File: src/logic/mbox_defs.svh
`ifndef MBOX_DEFS_SVH
`define MBOX_DEFS_SVH

// Physical address slice, bits 27 to 35
`define MBOX_ADR_W 9

// Word request bits per memory request
`define MBOX_RQ_WORDS 4

// Memory data valid to core data valid, in cycles (two or more)
`define MBOX_DV_DELAY 2

// Diagnostic bus field
`define MBOX_DIAG_W 7

`endif

File: src/logic/mboxBusPkg.sv
package mboxBusPkg;

  // Cause of a memory start
  typedef enum logic [1:0] {
    kindCoreRd    = 2'd0,
    kindWriteback = 2'd1,
    kindChanRd    = 2'd2
  } startKind;

  // Bus phase whose change is coming next
  typedef enum logic {
    phaseA = 1'b0,
    phaseB = 1'b1
  } busPhase;

endpackage

File: src/logic/mboxDiagPkg.sv
package mboxDiagPkg;

  // Bit placement on the 7-bit field, msb first
  // Request  memRead, memWrite, rqHold, memRq[3:0]
  // Start    memStartA, memStartB, acknPulse, lastAckn, coreBusy, coreDataValid, 0
  // Phase    aChangeComing, bChangeComing, memAdrPar, 0, 0, memAdr[1:0]
  // Address  memAdr[8:2]
  // Spare codes read zero
  typedef enum logic [2:0] {
    diagRequest = 3'd0,
    diagStart   = 3'd1,
    diagPhase   = 3'd2,
    diagAddress = 3'd3
  } diagGroup;

endpackage

File: src/logic/mboxCtl.sv
`timescale 1ns/10ps
`include "mbox_defs.svh"

module mboxCtl (
  input  logic                      clk,
  input  logic                      arstN,
  input  logic                      coreRdRq,
  input  logic                      writebackRq,
  input  logic                      chanRdRq,
  input  logic [`MBOX_ADR_W-1:0]    pma,
  input  logic [`MBOX_RQ_WORDS-1:0] wordMask,
  input  logic                      memAcknA,
  input  logic                      memAcknB,
  input  logic                      memDataValidA,
  input  logic                      memDataValidB,
  input  logic                      nxmAckn,
  input  logic                      forceBadPar,
  input  logic                      diagRead,
  input  mboxDiagPkg::diagGroup     diagSel,
  output logic                      memStartA,
  output logic                      memStartB,
  output logic                      memAdrPar,
  output logic                      coreDataValid,
  output logic                      coreBusy,
  output logic [`MBOX_DIAG_W-1:0]   ebusData
);

  logic                      startReq;
  logic [`MBOX_ADR_W-1:0]    startAdr;
  logic [`MBOX_RQ_WORDS-1:0] startWords;
  logic                      startRead;
  logic                      startWrite;
  logic                      startPar;
  logic                      rqHold;
  logic                      startPending;
  logic [`MBOX_RQ_WORDS-1:0] memRq;
  logic [`MBOX_ADR_W-1:0]    memAdr;
  logic                      memRead;
  logic                      memWrite;
  logic                      parHold;
  logic                      lastAckn;
  logic                      acknPulse;
  logic                      memStart;
  logic                      aChangeComing;
  logic                      bChangeComing;

  mboxReqSource reqSourceInst (
    .clk(clk), .arstN(arstN),
    .coreRdRq(coreRdRq), .writebackRq(writebackRq), .chanRdRq(chanRdRq),
    .pma(pma), .wordMask(wordMask), .rqHold(rqHold),
    .startReq(startReq), .startAdr(startAdr), .startWords(startWords),
    .startRead(startRead), .startWrite(startWrite), .startPar(startPar),
    .startCause()
  );

  mboxRqHold rqHoldInst (
    .clk(clk), .arstN(arstN),
    .startReq(startReq), .startAdr(startAdr), .startWords(startWords),
    .startRead(startRead), .startWrite(startWrite), .startPar(startPar),
    .acknPulse(acknPulse), .memStart(memStart),
    .rqHold(rqHold), .startPending(startPending), .memRq(memRq), .memAdr(memAdr),
    .memRead(memRead), .memWrite(memWrite), .parHold(parHold),
    .lastAckn(lastAckn), .wordsLeft()
  );

  mboxPhaseCtl phaseCtlInst (
    .clk(clk), .arstN(arstN),
    .startPending(startPending), .lastAckn(lastAckn), .memRq(memRq),
    .memRead(memRead), .memWrite(memWrite), .parHold(parHold),
    .memAcknA(memAcknA), .memAcknB(memAcknB), .nxmAckn(nxmAckn),
    .memDataValidA(memDataValidA), .memDataValidB(memDataValidB),
    .forceBadPar(forceBadPar),
    .memStartA(memStartA), .memStartB(memStartB), .memStart(memStart),
    .acknPulse(acknPulse), .memAdrPar(memAdrPar), .coreDataValid(coreDataValid),
    .coreBusy(coreBusy), .aChangeComing(aChangeComing), .bChangeComing(bChangeComing)
  );

  mboxDiagMux diagMuxInst (
    .diagRead(diagRead), .diagSel(diagSel),
    .memRq(memRq), .memRead(memRead), .memWrite(memWrite), .rqHold(rqHold),
    .memStartA(memStartA), .memStartB(memStartB), .acknPulse(acknPulse),
    .coreBusy(coreBusy), .coreDataValid(coreDataValid),
    .aChangeComing(aChangeComing), .bChangeComing(bChangeComing),
    .memAdr(memAdr), .memAdrPar(memAdrPar), .lastAckn(lastAckn),
    .ebusData(ebusData)
  );

endmodule

File: src/logic/mboxDiagMux.sv
`timescale 1ns/10ps
`include "mbox_defs.svh"

module mboxDiagMux (
  input  logic                      diagRead,
  input  mboxDiagPkg::diagGroup     diagSel,
  input  logic [`MBOX_RQ_WORDS-1:0] memRq,
  input  logic                      memRead,
  input  logic                      memWrite,
  input  logic                      rqHold,
  input  logic                      memStartA,
  input  logic                      memStartB,
  input  logic                      acknPulse,
  input  logic                      coreBusy,
  input  logic                      coreDataValid,
  input  logic                      aChangeComing,
  input  logic                      bChangeComing,
  input  logic [`MBOX_ADR_W-1:0]    memAdr,
  input  logic                      memAdrPar,
  input  logic                      lastAckn,
  output logic [`MBOX_DIAG_W-1:0]   ebusData
);

  always_comb begin
    ebusData = '0;
    if (diagRead) begin
      case (diagSel)
        mboxDiagPkg::diagRequest:
          ebusData = {memRead, memWrite, rqHold, memRq};
        mboxDiagPkg::diagStart:
          ebusData = {memStartA, memStartB, acknPulse, lastAckn,
                      coreBusy, coreDataValid, 1'b0};
        mboxDiagPkg::diagPhase:
          ebusData = {aChangeComing, bChangeComing, memAdrPar, 2'b00, memAdr[1:0]};
        mboxDiagPkg::diagAddress:
          ebusData = memAdr[8:2];
        default:
          ebusData = '0;
      endcase
    end
  end

endmodule

File: src/logic/mboxPhaseCtl.sv
`timescale 1ns/10ps
`include "mbox_defs.svh"

module mboxPhaseCtl (
  input  logic                      clk,
  input  logic                      arstN,
  input  logic                      startPending,
  input  logic                      lastAckn,
  input  logic [`MBOX_RQ_WORDS-1:0] memRq,
  input  logic                      memRead,
  input  logic                      memWrite,
  input  logic                      parHold,
  input  logic                      memAcknA,
  input  logic                      memAcknB,
  input  logic                      nxmAckn,
  input  logic                      memDataValidA,
  input  logic                      memDataValidB,
  input  logic                      forceBadPar,
  output logic                      memStartA,
  output logic                      memStartB,
  output logic                      memStart,
  output logic                      acknPulse,
  output logic                      memAdrPar,
  output logic                      coreDataValid,
  output logic                      coreBusy,
  output logic                      aChangeComing,
  output logic                      bChangeComing
);

  localparam int cntW = $clog2(`MBOX_RQ_WORDS + 1);

  mboxBusPkg::busPhase       comingPhase;
  logic                      setA;
  logic                      setB;
  logic                      clrA;
  logic                      clrB;
  logic                      dvQualified;
  logic [`MBOX_DV_DELAY-1:0] dvPipe;
  logic [cntW-1:0]           dvLeft;
  logic                      badPar;

  function automatic logic [cntW-1:0] countWords(input logic [`MBOX_RQ_WORDS-1:0] mask);
    logic [cntW-1:0] total;
    total = '0;
    for (int i = 0; i < `MBOX_RQ_WORDS; i++) begin
      total = total + cntW'(mask[i]);
    end
    return total;
  endfunction

  // A change comes first out of reset, then alternate
  always_ff @(posedge clk or negedge arstN) begin
    if (!arstN) begin
      comingPhase <= mboxBusPkg::phaseA;
    end else if (comingPhase == mboxBusPkg::phaseA) begin
      comingPhase <= mboxBusPkg::phaseB;
    end else begin
      comingPhase <= mboxBusPkg::phaseA;
    end
  end

  assign aChangeComing = (comingPhase == mboxBusPkg::phaseA);
  assign bChangeComing = (comingPhase == mboxBusPkg::phaseB);

  // First phase change after the request owns it
  assign setA = startPending & aChangeComing & ~memStart;
  assign setB = startPending & bChangeComing & ~memStart;
  assign clrA = memStartA & aChangeComing & lastAckn;
  assign clrB = memStartB & bChangeComing & lastAckn;

  assign memStart  = memStartA | memStartB;
  assign acknPulse = memStart & ((memAcknA | nxmAckn) & aChangeComing |
                                 (memAcknB | nxmAckn) & bChangeComing);
  assign dvQualified = memDataValidA & aChangeComing | memDataValidB & bChangeComing;
  assign coreDataValid = dvPipe[`MBOX_DV_DELAY-1];

  always_ff @(posedge clk or negedge arstN) begin
    if (!arstN) begin
      memStartA <= 1'b0;
      memStartB <= 1'b0;
      dvPipe    <= '0;
      dvLeft    <= '0;
      coreBusy  <= 1'b0;
      badPar    <= 1'b0;
    end else begin
      memStartA <= setA | memStartA & ~clrA;
      memStartB <= setB | memStartB & ~clrB;
      dvPipe    <= {dvPipe[`MBOX_DV_DELAY-2:0], dvQualified};

      // Data words still expected by the core
      if (setA | setB) begin
        dvLeft <= memRead ? countWords(memRq) : '0;
      end else if (coreDataValid && dvLeft != '0) begin
        dvLeft <= dvLeft - 1'b1;
      end

      if (coreDataValid) begin
        coreBusy <= (dvLeft > cntW'(1));
      end

      // Armed while idle, spent when the request ends
      if (clrA | clrB) begin
        badPar <= 1'b0;
      end else if (forceBadPar & ~memStart) begin
        badPar <= 1'b1;
      end
    end
  end

  assign memAdrPar = parHold ^ memRead ^ memWrite ^ (^memRq) ^ badPar;

endmodule

File: src/logic/mboxReqSource.sv
`timescale 1ns/10ps
`include "mbox_defs.svh"

module mboxReqSource (
  input  logic                      clk,
  input  logic                      arstN,
  input  logic                      coreRdRq,
  input  logic                      writebackRq,
  input  logic                      chanRdRq,
  input  logic [`MBOX_ADR_W-1:0]    pma,
  input  logic [`MBOX_RQ_WORDS-1:0] wordMask,
  input  logic                      rqHold,
  output logic                      startReq,
  output logic [`MBOX_ADR_W-1:0]    startAdr,
  output logic [`MBOX_RQ_WORDS-1:0] startWords,
  output logic                      startRead,
  output logic                      startWrite,
  output logic                      startPar,
  output mboxBusPkg::startKind      startCause
);

  localparam logic [`MBOX_RQ_WORDS-1:0] firstWordMask = 1;

  logic                      anyEvent;
  logic                      accept;
  logic                      captured;
  mboxBusPkg::startKind      eventKind;
  logic [`MBOX_RQ_WORDS-1:0] eventWords;

  // Core read first, then writeback, then channel read
  always_comb begin
    anyEvent = coreRdRq | writebackRq | chanRdRq;
    if (coreRdRq) begin
      eventKind = mboxBusPkg::kindCoreRd;
    end else if (writebackRq) begin
      eventKind = mboxBusPkg::kindWriteback;
    end else begin
      eventKind = mboxBusPkg::kindChanRd;
    end
  end

  // Word 0 leads every core read
  assign eventWords = (eventKind == mboxBusPkg::kindCoreRd) ?
                      (wordMask | firstWordMask) : wordMask;

  // Events while a request is pending or held are dropped
  assign accept   = anyEvent & ~startReq & ~rqHold;
  assign captured = startReq & ~rqHold;

  always_ff @(posedge clk or negedge arstN) begin
    if (!arstN) begin
      startReq <= 1'b0;
    end else if (accept) begin
      startReq <= 1'b1;
    end else if (captured) begin
      startReq <= 1'b0;
    end
  end

  always_ff @(posedge clk) begin
    if (accept) begin
      startAdr   <= pma;
      startWords <= eventWords;
      startCause <= eventKind;
      startRead  <= (eventKind != mboxBusPkg::kindWriteback);
      startWrite <= (eventKind == mboxBusPkg::kindWriteback);
    end
  end

  // Odd parity over the address slice
  assign startPar = ~^startAdr;

endmodule

File: src/logic/mboxRqHold.sv
`timescale 1ns/10ps
`include "mbox_defs.svh"

module mboxRqHold (
  input  logic                      clk,
  input  logic                      arstN,
  input  logic                      startReq,
  input  logic [`MBOX_ADR_W-1:0]    startAdr,
  input  logic [`MBOX_RQ_WORDS-1:0] startWords,
  input  logic                      startRead,
  input  logic                      startWrite,
  input  logic                      startPar,
  input  logic                      acknPulse,
  input  logic                      memStart,
  output logic                      rqHold,
  output logic                      startPending,
  output logic [`MBOX_RQ_WORDS-1:0] memRq,
  output logic [`MBOX_ADR_W-1:0]    memAdr,
  output logic                      memRead,
  output logic                      memWrite,
  output logic                      parHold,
  output logic                      lastAckn,
  output logic [`MBOX_RQ_WORDS-1:0] wordsLeft
);

  logic capture;
  logic memStartQ;
  logic memStartFell;

  assign capture      = startReq & ~rqHold;
  assign memStartFell = memStartQ & ~memStart;

  always_ff @(posedge clk or negedge arstN) begin
    if (!arstN) begin
      rqHold       <= 1'b0;
      startPending <= 1'b0;
      memStartQ    <= 1'b0;
      wordsLeft    <= '0;
    end else begin
      memStartQ <= memStart;

      if (capture) begin
        rqHold <= 1'b1;
      end else if (memStartFell) begin
        rqHold <= 1'b0;
      end

      // Pending until the start flop is seen
      if (capture) begin
        startPending <= 1'b1;
      end else if (memStart) begin
        startPending <= 1'b0;
      end

      // Retire lowest outstanding word per acknowledge
      if (capture) begin
        wordsLeft <= startWords;
      end else if (acknPulse) begin
        wordsLeft <= wordsLeft & (wordsLeft - 1'b1);
      end
    end
  end

  // Request registers, loaded once per request
  always_ff @(posedge clk) begin
    if (capture) begin
      memRq    <= startWords;
      memAdr   <= startAdr;
      memRead  <= startRead;
      memWrite <= startWrite;
      parHold  <= startPar;
    end
  end

  assign lastAckn = ~|wordsLeft;

endmodule

File: config.mk
export PLATFORM = sky130hd
export DESIGN_NAME = mboxCtl
export DESIGN_NICKNAME = d
export VERILOG_FILES = /design/src/logic/mboxBusPkg.sv /design/src/logic/mboxDiagPkg.sv /design/src/logic/mboxCtl.sv /design/src/logic/mboxDiagMux.sv /design/src/logic/mboxPhaseCtl.sv /design/src/logic/mboxReqSource.sv /design/src/logic/mboxRqHold.sv
export VERILOG_INCLUDE_DIRS = /design/src /design/src/logic
export SDC_FILE = /design/constraint.sdc
export NUM_CORES = 1
export LEC_CHECK = 0
export BUFFER_PORTS_ARGS = -buffer_cell sky130_fd_sc_hd__buf_2
export CAP_MARGIN = 20
export CORE_ASPECT_RATIO = 0.6
export CORE_MARGIN = 1.5
export CORE_UTILIZATION = 47
export DETAILED_ROUTE_END_ITERATION = 16
export PLACE_DENSITY = 0.69
export SLEW_MARGIN = 20
export SYNTH_ARGS = -nofsm -noshare
export SYNTH_HDL_FRONTEND = slang
export SYNTH_SLANG_ARGS = --single-unit
File: constraint.sdc
create_clock -name clk -period 4.75 [get_ports clk]
set_clock_uncertainty 0.1 [all_clocks]
set_input_delay 0.475 -clock clk [delete_from_list [all_inputs] [get_ports clk]]
set_output_delay 0.475 -clock clk [all_outputs]
set_load 0.03 [all_outputs]
* Word-level counts from Yosys, hierarchy flattened
Cells that the tools add are included.
** Cells by class
- Multiplexer cells :: 18
- Equality and inequality tests :: 5
- Bitwise operators :: 42
- Reductions and logical operators :: 14
- Add/subtract/negate cells :: 5
- $lt $le $gt $ge :: 1
** Operator list (number)
- one-hot mux 7 bit (4 select lines) :: 1
- bitwise AND 1 bit :: 20
- nonzero test 2 bit :: 6
- OR 1 bit :: 11
- two-way mux 1 bit :: 9
- two-way mux 3 bit :: 3
- XNOR reduction 9 bit :: 1
- two-way mux 4 bit :: 2
- two-way mux 7 bit :: 1
- adder 3 x 1 -> 3 bit :: 2
- == test 3 x 2 -> 1 bit, second input constant :: 2
- inverter 1 bit :: 6
- bitwise AND 4 bit :: 1
- two-way mux 2 bit :: 2
- OR reduction 4 bit :: 1
- XOR reduction 4 bit :: 1
- subtractor 4 x 1 -> 4 bit, second input constant :: 1
- XOR 1 bit :: 4
- == test 3 x 1 -> 1 bit, second input constant :: 1
- > comparator 3 x 1 -> 1 bit, second input constant :: 1
- zero test 3 bit :: 1
- nonzero test 3 bit :: 1
- subtractor 3 x 1 -> 3 bit, second input constant :: 1
- adder 1 x 1 -> 2 bit :: 1
- other kinds (5) :: 5
** Storage, ports and cells
- Output and inout bits :: 12
- Logic and storage cells :: 107
- Bits of input ports :: 28
- Register bits after elaboration :: 49

* Depth between registers and ports, before layout
- Word-level depth :: 6
- Depth in mapped cells :: 7
- Mapped depth without buffers :: 7

* Cells and area by module
Synthesis repeated with hierarchy kept, for this count alone.
** Second synthesis, totals
- Cells, all modules :: 167
- Area total of the unflattened synthesis :: 2296.0 µm²
** Modules (own cells, without submodules)
- mboxRqHold :: seq. area each 655.6 µm², instances 1, cells an instance 44, area each 812.0 µm²
- mboxReqSource :: seq. area each 505.5 µm², instances 1, cells an instance 32, area each 625.6 µm²
- mboxPhaseCtl :: seq. area each 250.2 µm², instances 1, cells an instance 61, area each 618.1 µm²
- mboxDiagMux :: seq. area each 0.0 µm², instances 1, cells an instance 30, area each 240.2 µm²

* Worst setup path after synthesis
OpenSTA, ideal clock, no wires.
- Kind :: reg2out
- Start :: reg rqHoldInst.memRq[0]
- End :: out ebusData[4]
- Cell stages (with the launch flop) :: 8
- Data required time :: 4.175 ns
- Buffers on the path :: 0
- Path slack :: 1.849 ns
- Data arrival time :: 2.326 ns
- Path through :: edfxtp_1 > ha_1 > inv_1 > fa_1 > xnor2_1 > xnor2_1 > xnor2_1 > o2bb2ai_2
** Between the ends
- Word-level cells in the longest chain between the ends :: 5
** Ends and longest elaborated chain
- from (decl) :: RTL line mboxRqHold.sv:17 : output logic [`MBOX_RQ_WORDS-1:0] memRq,
- from (signal assigned) :: RTL line mboxRqHold.sv:67 : memRq <= startWords;
- XOR reduction 4 bit :: RTL line mboxPhaseCtl.sv:110 : assign memAdrPar = parHold ^ memRead ^ memWrite ^ (^memRq) ^ badPar;
- XOR 1 bit (2 in series) :: RTL line mboxPhaseCtl.sv:110
- via memAdrPar :: RTL line mboxCtl.sv:22 : output logic memAdrPar,
- one-hot mux 7 bit (4 select lines) :: RTL line mboxDiagMux.sv:27 : case (diagSel)
- two-way mux 7 bit :: RTL line mboxDiagMux.sv:26 : if (diagRead) begin
- to (decl) :: RTL line mboxCtl.sv:25 : output logic [`MBOX_DIAG_W-1:0] ebusData
The timed path passes the listed nets, and every way through them passes these cells.

* Worst setup path after layout
- Start :: reg rqHoldInst.memRq[1]
- End :: out ebusData[4]
** Between the ends
- Word-level cells in the longest chain between the ends :: 5
** Ends and longest elaborated chain (RTL line)
- XOR reduction 4 bit :: mboxPhaseCtl.sv:110
- XOR 1 bit (2 in series) :: mboxPhaseCtl.sv:110
- one-hot mux 7 bit (4 select lines) :: mboxDiagMux.sv:27
- two-way mux 7 bit :: mboxDiagMux.sv:26
Every way passes these cells.

==> reports/metrics.csv <==
metric,value,unit
yosys_warnings,0,
fmax,327,MHz
grt_start_max_net_pins,26,
synth_top_flop_cell,edfxtp_1,
numCtsBuffers,5,
synthCells,166,
yosys-top-cells-area,"edfxtp_1, dfrtp_1, xnor2_1",
drive_gt1_share,26.1,%
die_w,91.0,um
rows,18,
finalHoldViolations,0,
crit_path_max_fanout,2,
post-synth-top-area-cell,edfxtp_1,
n_antenna_cell,0,
dp_hpwl,3100,um
ant_nets,0,
cts_resized,0,
start_kind,register,
start_util,51.0,%
numPortBuffers,39,
antenna_found_initial,0,
cts.sinks,49,
nets,244,
worstSkewPairLatency,0.30,ns
hold_ws,0.241,ns
endpoint_kind,output port,
gp_congestion,0.827,
ctsHtreeMaxLevel,2,
synth_cell_types,37,
crit_arrival,2.48,ns
die_height,55.8,um
syn_nets,200,
core,0.00428,mm2
cts_tree,yes,
gr-usage-all-layers,17.8,%
detail_route.wl_per_cell,15.1,um
async_reset_ff_share,36.7,%
synth.top_cell.area_share,42.7,%
cts.clk_slew.worst_paths,0.09,ns
routed_wl,4090,um
areaGrowthSynthToFinish,16.2,%
grt-ovfl-total,0,
cp.required,4.18,ns
max_slew_margin,48.9,%
dr.pass1.iters,6,
ioPinCount,40,
fin_crit_sh,64.4,%
crit_type,register to output port,
finalSetupViolCount,0,
p_per_area,578,mW/mm2
syn_area_per_cell,13.1,um2
syn_area,0.00218,mm2
drc,0,
die_area,0.00507,mm2
root_buffer,clkbuf_8,
finalSetupTns,0,ns
grt_first_pass_wirelength,6770,um
synth_edf_count,31,
ys_ff_latch,49,
grt_pass1_vias,1386,
setup_ws,1.69,ns
finalMaxSlewViolations,0,
fin_crit,3.06,ns
maxCapViolCount,0,
vias_per_cell,5.20,
status,"complete, no violations",
synth-seq-area-share,63.3,%
leakage,1.07,nW
vias,1410,
dp_slack,2.03,ns
drt_iter0_drc,50,
cts_buffer_depth,2,
hold_class,input port to register,
rsz0062_at_grt,false,
post_cts_buffers,0,
worst_pin_slew,0.766,ns
ir_drop,0.306,mV
==> registers in the layout, summed over array words and instances, names as in the netlist, 2 cells and up <==
name / count
rqHoldInst.memAdr: 9
phaseCtlInst.dvPipe: 2
rqHoldInst.wordsLeft: 4
reqSourceInst.startWords: 4
phaseCtlInst.dvLeft: 3
rqHoldInst.memRq: 4
reqSourceInst.startAdr: 9
==> layout by cell type, fill, tap and decap left out, types with 2 or more instances in the layout <==
| cell | n |
|---|---|
| mux2i_1 | 7 |
| edfxtp_1 | 31 |
| clkbuf_8 | 5 |
| dfrtp_1 | 18 |
| o22a_1 | 3 |
| nand2_1 | 10 |
| inv_1 | 13 |
| xnor2_1 | 11 |
| nor2_1 | 14 |
| o21ai_0 | 5 |
| a21o_1 | 2 |
| ha_1 | 5 |
| nand2b_1 | 4 |
| a21oi_1 | 8 |
| mux2_2 | 3 |
| a22oi_1 | 3 |
| buf_2 | 39 |
| o31a_1 | 2 |
| xor2_1 | 3 |
| o21ai_1 | 5 |
==> worst max-delay path, stage by stage (launching register included) <==
cell and delay (ns):
edfxtp_1 0.43, ha_1 0.30, inv_1 0.05, fa_1 0.48, xnor2_1 0.16, xnor2_1 0.14, xnor2_1 0.26, o2bb2ai_2 0.14
buf_2 0.21
==> cell type report <==
cell class | instances | area [um2]
clock buffer | 5 | 68.8
clock inverter | 3 | 21.3
fill | 354 | 1740
inverter | 13 | 48.8
multi-input combinational | 100 | 728
sequential | 49 | 1380
tap | 60 | 75.1
timing repair buffer | 41 | 213
==> synthesized netlist by cell type (2+ instances only) <==
cell,instances
a22oi_1,3
o31a_1,2
nand2b_1,4
a21oi_1,8
edfxtp_1,31
o22a_1,3
nand2_1,10
mux2_2,3
nor2_1,14
o21ai_1,5
mux2i_1,7
ha_1,5
a21o_1,2
xor2_1,3
o21ai_0,5
inv_1,13
xnor2_1,11
dfrtp_1,18
==> cell families after synthesis <==
group           synth area share (%)
compound gates                  11.3
xor+xnor                        5.62
fa+ha+maj                       3.78
buf+inv                         3.33
flops                           63.3
mux                             5.45
simple gates                    7.23
==> final timing paths <==
kind | startpoint | end | slack (ns) | depth (start not counted)
min | pma[2] | reqSourceInst.startAdr[2] | 0.24 | 1
max in group asynchronous | arstN | reqSourceInst.startReq | 3.74 | 2
max reg2reg | phaseCtlInst.dvLeft[0] | phaseCtlInst.dvLeft[1] | 2.94 | 6
min reg2reg | phaseCtlInst.dvPipe[0] | phaseCtlInst.dvPipe[1] | 0.25 | 0
min in group asynchronous | arstN | phaseCtlInst.memStartB | 0.52 | 2
max | rqHoldInst.memRq[1] | ebusData[4] | 1.69 | 8
==> timing repair <==
item,CTS,global route
setup endpoints to repair,0,0
endpoints found under the hold margin,18,0
hold buffers,1,0
==> report_power, final <==
group / switching (mW) / leakage (nW) / internal (mW)
Clock: 0.140 / 0.0462 / 0.105
Sequential: 0.0881 / 0.500 / 0.607
Combinational: 0.319 / 0.528 / 0.207
Total: 0.547 / 1.07 / 0.919
==> per-stage QoR <==
stage / instances / power [mW] / util (%) / area (um2)
after global routing: 271 / 1.56 / 59.3 / 2540
final: 271 / 1.47 / 59.3 / 2540
after detailed placement: 262 / 1.23 / 56.9 / 2440
after CTS: 271 / 1.48 / 59.3 / 2540
after floorplan: 166 / 1.07 / - / 2180
after global placement: 262 / 1.19 / 56.9 / 2440
==> routing by layer <==
metal	part of all wire [%]	global-route usage, %
met1	47	24.3
met2	43	26.3
met3	7.5	6.01
met4	2.3	6.70
met5	0	0
No activity file was read; power rests on OpenSTA's default activity.
